File: src/verilog/meas_pkg.sv
package meas_pkg;

    // Edge count per gate window.
    localparam int CODE_W = 28;

    // Window number, wraps freely.
    localparam int SEQ_W = 4;

    // One finished window as it travels through the FIFO.
    typedef struct packed {
        logic [SEQ_W-1:0]  seq;
        logic [CODE_W-1:0] code;
    } meas_t;

endpackage

File: src/verilog/io_pkg.sv
package io_pkg;

    localparam int ADDR_W = 2;
    localparam int DATA_W = 16;

    typedef logic [DATA_W-1:0] io_data_t;

    // Host request, held stable while req is high.
    typedef struct packed {
        logic [ADDR_W-1:0] addr;
        logic              wr;
        io_data_t          wdata;
    } io_req_t;

    // Register map.
    localparam logic [ADDR_W-1:0] ADDR_STATUS  = 2'd0;
    localparam logic [ADDR_W-1:0] ADDR_CODE_LO = 2'd1;
    // Reading the high half pops the head record.
    localparam logic [ADDR_W-1:0] ADDR_CODE_HI = 2'd2;
    localparam logic [ADDR_W-1:0] ADDR_CTRL    = 2'd3;

endpackage

File: src/verilog/freq_counter.sv
module freq_counter
    import meas_pkg::*;
#(
    parameter int GATE_CYCLES = 1000
) (
    input  logic  clk,
    input  logic  rst_n,
    input  logic  iclk,
    input  logic  enable,
    output logic  push,
    output meas_t rec
);

    localparam int WIN_W = (GATE_CYCLES > 1) ? $clog2(GATE_CYCLES) : 1;
    localparam logic [WIN_W-1:0] WIN_LAST = WIN_W'(GATE_CYCLES - 1);

    logic [2:0]        iclk_sync;
    logic              rise;
    logic [WIN_W-1:0]  win_cnt;
    logic              win_last;
    logic [CODE_W-1:0] edge_cnt;
    logic [SEQ_W-1:0]  seq;

    // Two synchronizer stages, the third flop feeds the edge detector.
    always_ff @(posedge clk or negedge rst_n) begin
        if (!rst_n) begin
            iclk_sync <= '0;
        end else begin
            iclk_sync <= {iclk_sync[1:0], iclk};
        end
    end

    assign rise = iclk_sync[1] & ~iclk_sync[2];

    assign win_last = (win_cnt == WIN_LAST);

    always_ff @(posedge clk or negedge rst_n) begin
        if (!rst_n) begin
            win_cnt <= '0;
        end else if (!enable || win_last) begin
            win_cnt <= '0;
        end else begin
            win_cnt <= win_cnt + 1'b1;
        end
    end

    // An edge in the last cycle opens the next window's count.
    always_ff @(posedge clk or negedge rst_n) begin
        if (!rst_n) begin
            edge_cnt <= '0;
        end else if (!enable) begin
            edge_cnt <= '0;
        end else if (win_last) begin
            edge_cnt <= CODE_W'(rise);
        end else if (rise) begin
            edge_cnt <= edge_cnt + 1'b1;
        end
    end

    // Every window gets a number, even one the FIFO drops.
    always_ff @(posedge clk or negedge rst_n) begin
        if (!rst_n) begin
            seq <= '0;
        end else if (push) begin
            seq <= seq + 1'b1;
        end
    end

    assign push     = enable & win_last;
    assign rec.seq  = seq;
    assign rec.code = edge_cnt;

endmodule

File: src/verilog/meas_fifo.sv
module meas_fifo
    import meas_pkg::*;
#(
    parameter int FIFO_DEPTH = 8
) (
    input  logic                          clk,
    input  logic                          rst_n,
    input  logic                          push,
    input  meas_t                         rec,
    input  logic                          pop,
    output meas_t                         head,
    output logic                          empty,
    output logic                          full,
    output logic [$clog2(FIFO_DEPTH):0]   count,
    output logic                          drop
);

    localparam int PTR_W = $clog2(FIFO_DEPTH);

    meas_t            mem [FIFO_DEPTH];
    logic [PTR_W-1:0] wr_ptr;
    logic [PTR_W-1:0] rd_ptr;
    logic             do_push;
    logic             do_pop;

    assign empty = (count == '0);
    assign full  = (count == (PTR_W + 1)'(FIFO_DEPTH));

    assign do_push = push & ~full;
    assign do_pop  = pop & ~empty;
    assign drop    = push & full;

    always_ff @(posedge clk) begin
        if (do_push) begin
            mem[wr_ptr] <= rec;
        end
    end

    always_ff @(posedge clk or negedge rst_n) begin
        if (!rst_n) begin
            wr_ptr <= '0;
            rd_ptr <= '0;
            count  <= '0;
        end else begin
            if (do_push) begin
                wr_ptr <= wr_ptr + 1'b1;
            end
            if (do_pop) begin
                rd_ptr <= rd_ptr + 1'b1;
            end
            // Simultaneous push and pop leave the count alone.
            if (do_push && !do_pop) begin
                count <= count + 1'b1;
            end else if (do_pop && !do_push) begin
                count <= count - 1'b1;
            end
        end
    end

    assign head = mem[rd_ptr];

endmodule

File: src/verilog/io_bridge.sv
module io_bridge
    import meas_pkg::*;
    import io_pkg::*;
#(
    parameter int COUNT_W = 4
) (
    input  logic               clk,
    input  logic               rst_n,
    input  logic               req,
    input  io_req_t            io_req,
    input  meas_t              head,
    input  logic               empty,
    input  logic [COUNT_W-1:0] count,
    input  logic               drop,
    output logic               ack,
    output io_data_t           rdata,
    output logic               pop,
    output logic               enable,
    output logic               irq
);

    logic     access;
    logic     rd_access;
    logic     wr_access;
    logic     irq_en;
    logic     dropped;
    io_data_t status_word;
    io_data_t code_lo_word;
    io_data_t code_hi_word;
    io_data_t ctrl_word;

    // Exactly one access per transfer, in the first cycle of req.
    assign access    = req & ~ack;
    assign rd_access = access & ~io_req.wr;
    assign wr_access = access & io_req.wr;

    always_ff @(posedge clk or negedge rst_n) begin
        if (!rst_n) begin
            ack <= 1'b0;
        end else if (access) begin
            ack <= 1'b1;
        end else if (!req) begin
            ack <= 1'b0;
        end
    end

    assign status_word  = {8'b0, 4'(count), 2'b0, dropped, ~empty};
    assign code_lo_word = empty ? '0 : head.code[15:0];
    assign code_hi_word = empty ? '0 : {head.seq, head.code[CODE_W-1:16]};
    assign ctrl_word    = {14'b0, irq_en, enable};

    always_ff @(posedge clk) begin
        if (rd_access) begin
            case (io_req.addr)
                ADDR_STATUS:  rdata <= status_word;
                ADDR_CODE_LO: rdata <= code_lo_word;
                ADDR_CODE_HI: rdata <= code_hi_word;
                default:      rdata <= ctrl_word;
            endcase
        end
    end

    always_ff @(posedge clk or negedge rst_n) begin
        if (!rst_n) begin
            pop <= 1'b0;
        end else begin
            pop <= rd_access & (io_req.addr == ADDR_CODE_HI) & ~empty;
        end
    end

    always_ff @(posedge clk or negedge rst_n) begin
        if (!rst_n) begin
            enable <= 1'b0;
            irq_en <= 1'b0;
        end else if (wr_access && io_req.addr == ADDR_CTRL) begin
            enable <= io_req.wdata[0];
            irq_en <= io_req.wdata[1];
        end
    end

    // A fresh drop wins over a clearing write in the same cycle.
    always_ff @(posedge clk or negedge rst_n) begin
        if (!rst_n) begin
            dropped <= 1'b0;
        end else if (drop) begin
            dropped <= 1'b1;
        end else if (wr_access && io_req.addr == ADDR_STATUS) begin
            dropped <= 1'b0;
        end
    end

    always_ff @(posedge clk or negedge rst_n) begin
        if (!rst_n) begin
            irq <= 1'b0;
        end else begin
            irq <= irq_en & ~empty;
        end
    end

endmodule

File: src/verilog/freq_meter.sv
module freq_meter
    import meas_pkg::*;
    import io_pkg::*;
#(
    parameter int GATE_CYCLES = 1000,
    parameter int FIFO_DEPTH  = 8
) (
    input  logic     clk,
    input  logic     rst_n,
    input  logic     iclk,
    input  logic     req,
    input  io_req_t  io_req,
    output logic     ack,
    output io_data_t rdata,
    output logic     irq
);

    localparam int COUNT_W = $clog2(FIFO_DEPTH) + 1;

    logic               push;
    meas_t              rec;
    logic               pop;
    meas_t              head;
    logic               empty;
    logic [COUNT_W-1:0] count;
    logic               drop;
    logic               enable;

    // Producer.
    freq_counter #(
        .GATE_CYCLES (GATE_CYCLES)
    ) freq_counter_i (
        .clk    (clk),
        .rst_n  (rst_n),
        .iclk   (iclk),
        .enable (enable),
        .push   (push),
        .rec    (rec)
    );

    // Full windows are dropped here and only reported through drop.
    meas_fifo #(
        .FIFO_DEPTH (FIFO_DEPTH)
    ) meas_fifo_i (
        .clk   (clk),
        .rst_n (rst_n),
        .push  (push),
        .rec   (rec),
        .pop   (pop),
        .head  (head),
        .empty (empty),
        .full  (),
        .count (count),
        .drop  (drop)
    );

    io_bridge #(
        .COUNT_W (COUNT_W)
    ) io_bridge_i (
        .clk    (clk),
        .rst_n  (rst_n),
        .req    (req),
        .io_req (io_req),
        .head   (head),
        .empty  (empty),
        .count  (count),
        .drop   (drop),
        .ack    (ack),
        .rdata  (rdata),
        .pop    (pop),
        .enable (enable),
        .irq    (irq)
    );

endmodule

File: config.mk
export PLATFORM = sky130hd
export DESIGN_NAME = freq_meter
export DESIGN_NICKNAME = d
export VERILOG_FILES = /design/src/verilog/meas_pkg.sv /design/src/verilog/io_pkg.sv /design/src/verilog/freq_counter.sv /design/src/verilog/meas_fifo.sv /design/src/verilog/io_bridge.sv /design/src/verilog/freq_meter.sv
export SDC_FILE = /design/constraint.sdc
export NUM_CORES = 1
export LEC_CHECK = 0
export ABC_AREA = 1
export ABC_CLOCK_PERIOD_IN_PS = 4300
export BUFFER_PORTS_ARGS = -buffer_cell sky130_fd_sc_hd__buf_4
export CAP_MARGIN = 15
export CELL_PAD_IN_SITES_DETAIL_PLACEMENT = 1
export CELL_PAD_IN_SITES_GLOBAL_PLACEMENT = 1
export CORE_MARGIN = 2
export CORE_UTILIZATION = 30
export CTS_CLUSTER_DIAMETER = 150
export DETAILED_ROUTE_END_ITERATION = 12
export PLACE_DENSITY = 0.63
export SLEW_MARGIN = 20
export SYNTH_ARGS = -nofsm -noshare
export SYNTH_HDL_FRONTEND = slang
export SYNTH_HIERARCHICAL = 1
export SYNTH_SLANG_ARGS = --single-unit
File: constraint.sdc
create_clock -name clk -period 4.3 [get_ports clk]
set_clock_uncertainty 0.1 [all_clocks]
set_input_delay 0.86 -clock clk [delete_from_list [all_inputs] [get_ports clk]]
set_output_delay 0.86 -clock clk [all_outputs]
set_load 0.01 [all_outputs]
==> results of run 1 <==
==> power by group through the flow <==
stage | clock network (mW) | logic, mW | registers, mW
3_5_place_dp | 0 | 0.134 | 3.55
6_report | 3.10 | 0.129 | 3.48
4_1_cts | 3.19 | 0.134 | 3.48
5_1_grt | 3.30 | 0.149 | 3.48
3_3_place_gp | 0 | 0.130 | 3.54
2_1_floorplan | 0 | 0.0801 | 3.54
==> final cells by class <==
type	count	share of cell area [%]
Inverter	190	4.11
Clock inverter	15	0.751
Tap cell	672	4.85
Clock buffer	54	6.01
Multi-Input combinational cell	1043	25.9
Timing Repair Buffer	54	2.41
Sequential cell	333	55.9
==> per-stage QoR <==
step           instances  area, um2
6_report            2361      17300
5_1_grt             2361      17300
4_1_cts             2361      17300
3_5_place_dp        2292      16200
3_3_place_gp        2292      16200
2_1_floorplan       1622      15200
==> cell usage in the layout (no fill, tap or decap), drive strengths merged <==
cell type,count
nand2,569
nor2,338
edfxtp,272
inv,191
dfrtp,61
buf,54
clkbuf,54
nand3,34
nor3,23
a21oi,21
o21ai,14
clkinv,10
nand4,9
xnor2,8
ha,8
xor2,6
nand3b,3
a31oi,3
bufinv,2
clkinvlp,2
nor4,1
and3,1
nor3b,1
o21a,1
o21bai,1
or2,1
fa,1
==> state kept, by name (all words and copies together), names as in the netlist <==
| register | cells |
|---|---|
| freq_counter_i/seq | 4 |
| freq_counter_i/win_cnt | 10 |
| io_bridge_i/rdata | 16 |
| io_bridge_i/pop | 1 |
| meas_fifo_i/mem | 256 |
| meas_fifo_i/wr_ptr | 3 |
| freq_counter_i/iclk_sync | 3 |
| meas_fifo_i/count | 4 |
| io_bridge_i/ack | 1 |
| io_bridge_i/irq | 1 |
| freq_counter_i/edge_cnt | 28 |
| io_bridge_i/dropped | 1 |
| io_bridge_i/irq_en | 1 |
| io_bridge_i/enable | 1 |
| meas_fifo_i/rd_ptr | 3 |
==> per-layer routing <==
layer	part of all wire [%]	global-route usage [%]	vias up	wire length [um]
met5	0.023	0	-	9
met4	2.2	4.44	2	882
met3	3.6	2.85	67	1410
met2	47	26.0	153	18600
met1	47	20.0	5254	18400
li1	-	-	5153	-
==> worst max-delay path, delay by kind of cell, from the launching register on <==
kind          cells  cell delay (ns)
simple gates      9             0.95
buf+inv           5             0.72
flops             1             0.42
fa+ha+maj         3             0.71
==> final timing paths <==
check                                                      startpoint                                       to  slack (ns)
worst max-delay path              freq_counter_i/win_cnt[0]$_DFF_PN0_         meas_fifo_i/count[3]$_DFFE_PN0P_        1.29
worst min register to register  freq_counter_i/iclk_sync[0]$_DFF_PN0_    freq_counter_i/iclk_sync[1]$_DFF_PN0_        0.25
max in group asynchronous                                       rst_n        meas_fifo_i/rd_ptr[0]$_DFFE_PN0P_        3.06
worst max register to register    freq_counter_i/win_cnt[0]$_DFF_PN0_         meas_fifo_i/count[3]$_DFFE_PN0P_        1.29
worst min-delay path            freq_counter_i/iclk_sync[0]$_DFF_PN0_    freq_counter_i/iclk_sync[1]$_DFF_PN0_        0.25
min in group asynchronous                                       rst_n  freq_counter_i/edge_cnt[23]$_DFFE_PN0P_        0.34
==> impl_metrics.tcl, run 1 <==
set metrics [dict create \
    outcome "finished, final reports clean" \
    area.growth.synth_to_final_pct 13.9 \
    insertion_delay_ns 0.54 \
    power_leakage_nw 7.33 \
    cts_tree "done" \
    root_buffer "clkbuf_16" \
    slew_headroom_pct 37.2 \
    switching_power_mw 1.39 \
    max_stage_delay_ns 0.42 \
    critPathArrivalTime_ns 3.34 \
    io_buffers 26 \
    hold_viol_final 0 \
    max_freq_mhz 333 \
    holdBufCountCts 0 \
    maxCapViolCount 0 \
    worstPathMaxFanout 13 \
    fin_crit_ns 3.01 \
    first_pass_iters 5 \
    cts.repair.resized 0 \
    dp_hpwl_um 24900 \
    setup_tns_ns 0 \
    place.gp.congestion 0.756 \
    cp_cell_sequence "ha_1 > nand2_1 > inv_2 > nand2_1 > nor4_2 > buf_4 > nand2_1 > buf_4 > inv_1 > ha_1 > inv_1 > ha_1 > or2_2 > nand2_1 > nand2_1 > nand3_1 > nand2_1" \
    coreArea_mm2 0.0502 \
    grt_pass1_vias 11085 \
    dieArea_mm2 0.0526 \
    whs_ns 0.249 \
    cp_common_cell "nand2_1" \
    numCtsBuffers 39 \
    p_comb_share_pct 1.9 \
    required_ns 4.63 \
    finalWirelength_um 39400 \
    clk_pin_slew_worst_paths_ns 0.06 \
    syn_nets 1654 \
    syn_area_per_cell_um2 9.39 \
    cts-htree-levels 2 \
    startpoint_type "register" \
    first_iter_violations 548 \
    crit_type "register to register" \
    fin_nets 1693 \
    p_sw_share_pct 20.8 \
    slew_violations 0 \
    grt_overflow 0 \
    cts_buffer_depth 3 \
    die_x_um 229 \
    hold_path.class "register to register" \
    reg2regPathDepth 17 \
    vias_per_cell 4.50 \
    seqPwrFrac_pct 51.9 \
    n_antenna_cell 0 \
    ios 41 \
    synth_warnings 6 \
    synth_area_mm2 0.0152 \
    fin_crit_sh_pct 69.9 \
    post_cts.repair.setup_buffers 0 \
    drive_gt1_share_pct 10.0 \
    grt_max_degree 89 \
    drcViolationCount 0 \
    setup_viol 0 \
    rsz0062_at_grt "no" \
    peakVddDrop_mv 0.206 \
    power_mw 6.71 \
    crit_path_end_kind "register" \
    cpMaxStageDelayCell "dfrtp_1" \
    grt_pass1_wl_um 62200 \
    synth_cells 1622 \
    nFillCells 5741 \
    seq_area_mm2 0.00970 \
    chipHeight_um 229 \
    final_util_pct 34.6 \
    num_vias 10629 \
    drtAntennaViolNets 0 \
    rows 82 \
    p_per_area_mw_per_mm2 387 \
    p_int_mw 5.31 \
    antenna_found_initial 1 \
    track_usage_pct 15.3 \
    multi_input_area_mm2 0.00449 \
    start_util_pct 30.3 \
    place_ws_ns 1.28 \
    worst_slew_pin_slew_ns 0.941 \
    p_clk_share_pct 46.2 \
    fin_ws_ns 1.29 \
    wl_per_cell_um 16.7 \
    cts.sinks 333 \
    whs_path_depth 0 \
]
Note: power is estimated with default switching activity, not from simulation.
==> run 2, diff against run 1 <==
--- a/config.mk
+++ b/config.mk
@@ -6,7 +6,7 @@
 export NUM_CORES = 1
 export LEC_CHECK = 0
 export ABC_AREA = 1
-export ABC_CLOCK_PERIOD_IN_PS = 4300
+export ABC_CLOCK_PERIOD_IN_PS = 2600
 export BUFFER_PORTS_ARGS = -buffer_cell sky130_fd_sc_hd__buf_4
 export CAP_MARGIN = 15
 export CELL_PAD_IN_SITES_DETAIL_PLACEMENT = 1
==> constraint.sdc (replaced) <==
create_clock -name clk -period 2.6 [get_ports clk]
set_clock_uncertainty 0.1 [all_clocks]
set_input_delay 0.52 -clock clk [delete_from_list [all_inputs] [get_ports clk]]
set_output_delay 0.52 -clock clk [all_outputs]
set_load 0.01 [all_outputs]
==> run 2 against run 1 <==
Effect of this change:
- via count up 0.40%
- die area is the same
- critical path type unchanged
- sequential power up 65%
- clock power is 75% higher
- critical path depth down 7
- first-iteration DRC count grew 1.1%
- non-clock buffer count increased by 25
- final area up 3.6%
- largest cell class unchanged
- routed wire length is 1.2% higher
- clock-buffer cell count fell by 4
==> impl_metrics.tcl, run 2 (synthesis results as in run 1) <==
set metrics [dict create \
    critPathArrivalTime_ns 2.59 \
    num_vias 10671 \
    rr_endpoint "meas_fifo_i/mem[1][8]$_DFFE_PP_" \
    outcome "finished, final reports clean" \
    root_buffer "clkbuf_16" \
    insertion_delay_ns 0.58 \
    first_iter_violations 554 \
    power_leakage_nw 7.64 \
    setup_viol 0 \
    final_common_cell "nand2_1" \
    place.gp.congestion 0.804 \
    top_regs "meas_fifo_i/mem (256), freq_counter_i/edge_cnt (28), io_bridge_i/rdata (16)" \
    grt_overflow 0 \
    fin_crit_ns 2.46 \
    placed_cells 2308 \
    numCtsBuffers 39 \
    slew_headroom_pct 60.3 \
    finalNonFillerCells 2388 \
    cts_buffer_depth 3 \
    maxCapViolCount 0 \
    p_per_area_mw_per_mm2 636 \
    drcViolationCount 0 \
    hold_path.class "input port to register" \
    crit_type "register to register" \
    rows 82 \
    required_ns 2.73 \
    multi_input_area_mm2 0.00462 \
    hold_viol_final 0 \
    die_x_um 229 \
    largest_register_ffs 256 \
    finalWirelength_um 39800 \
    top_register "meas_fifo_i/mem" \
    hold_end "io_bridge_i/irq_en$_DFFE_PN0P_" \
    fin_nets 1718 \
    nFillCells 5659 \
    worst_slew_pin_slew_ns 0.595 \
    holdCritStartpoint "io_req[1]" \
    track_usage_pct 15.4 \
    cts-htree-levels 2 \
    drtAntennaViolNets 0 \
    startpoint_type "register" \
    cts_tree "done" \
    chipHeight_um 229 \
    fin_crit_sh_pct 94.7 \
    area.growth.synth_to_final_pct 18.0 \
    layout_common_cells "nand2_1, nor2_1, edfxtp_1" \
    cts.sinks 333 \
    start_util_pct 30.3 \
    slew_violations 0 \
    first_pass_iters 5 \
    seq_area_mm2 0.00970 \
    drive_gt1_share_pct 12.2 \
    ios 41 \
    final_area_mm2 0.0180 \
    whs_path_depth 3 \
    reg2regPathDepth 10 \
    placed_area_mm2 0.0165 \
    wl_per_cell_um 16.7 \
    vias_per_cell 4.47 \
    max_freq_mhz 406 \
    peakVddDrop_mv 0.346 \
    grt_max_degree 67 \
    crit_path_end_kind "register" \
    ff2ff_setup_slack_ns 0.14 \
    n_antenna_cell 0 \
    grt_pass1_wl_um 62400 \
    dieArea_mm2 0.0526 \
    worstPathMaxFanout 28 \
    antenna_found_initial 1 \
    io_buffers 26 \
    clk_pin_slew_worst_paths_ns 0.05 \
    coreArea_mm2 0.0502 \
    reg2reg_from "freq_counter_i/win_cnt[1]$_DFF_PN0_" \
    dp_hpwl_um 24900 \
    grt_pass1_vias 11092 \
]
[run 2: area by class of cell]
class	instances	share of cell area, %
Sequential cell	333	54.0
Multi-Input combinational cell	1043	25.7
Clock buffer	50	5.83
Tap cell	672	4.68
Timing Repair Buffer	79	4.50
Inverter	190	4.01
Clock inverter	21	1.25
[run 2: layer usage]
metal | vias to the layer above | track usage, % | wire length, um
met4 | 0 | 3.84 | 680
met3 | 59 | 3.00 | 1630
met1 | 5247 | 20.1 | 18500
met2 | 141 | 26.1 | 19000
met5 | - | 0 | 0
li1 | 5224 | - | -
[run 2: critical path, stage by stage (launching register included)]
cell and delay [ns]:
dfrtp_1 0.36, ha_2 0.22, nand2_4 0.07, inv_4 0.08, nand2_4 0.05, nor4_4 0.27, buf_6 0.16, nand2_4 0.06
buf_4 0.22, nor3_4 0.23, buf_12 0.25
[run 2: worst max path at each step]
stage,start,end,slack (ns),depth (start not counted)
final,freq_counter_i/win_cnt[1]$_DFF_PN0_,meas_fifo_i/mem[1][8]$_DFFE_PP_,0.14,10
after global routing,freq_counter_i/win_cnt[1]$_DFF_PN0_,meas_fifo_i/count[2]$_DFFE_PN0P_,-0.005,14
after CTS,freq_counter_i/win_cnt[1]$_DFF_PN0_,meas_fifo_i/count[3]$_DFFE_PN0P_,0.02,16
after detailed placement,freq_counter_i/win_cnt[1]$_DFF_PN0_,meas_fifo_i/count[3]$_DFFE_PN0P_,0.008,16
after global placement,freq_counter_i/win_cnt[1]$_DFF_PN0_,meas_fifo_i/count[3]$_DFFE_PN0P_,0.08,16
after floorplan,freq_counter_i/win_cnt[0]$_DFF_PN0_,meas_fifo_i/mem[1][0]$_DFFE_PP_,-0.08,8
[run 2: report_power, final]
group / internal (mW) / switching [mW] / total [mW]
registers: 5.73 / 0.0153 / 5.75
logic: 0.0762 / 0.180 / 0.256
clock network: 3.17 / 2.25 / 5.43
total: 8.98 / 2.45 / 11.4
[run 2: repair_timing]
action / in CTS / in global routing
endpoints found under the hold margin: 36 / 0
setup endpoints to repair: 0 / 3
resized for setup: 0 / 18
buffers inserted: 0 / 6
hold buffers: 3 / 0
[run 2: stage by stage]
step           hold WS, ns  utilization, %  power (mW)  setup WS (ns)   TNS, ns
3_3_place_gp         0.240            33.0        6.10         0.0790         0
5_1_grt             0.0814            35.8        11.8       -0.00461  -0.00461
6_report            0.0878            35.8        11.4          0.139         0
3_5_place_dp         0.240            33.0        6.11        0.00848         0
2_1_floorplan        0.124               -        6.00        -0.0806    -11.74
4_1_cts             0.0557            35.6        11.6         0.0163         0
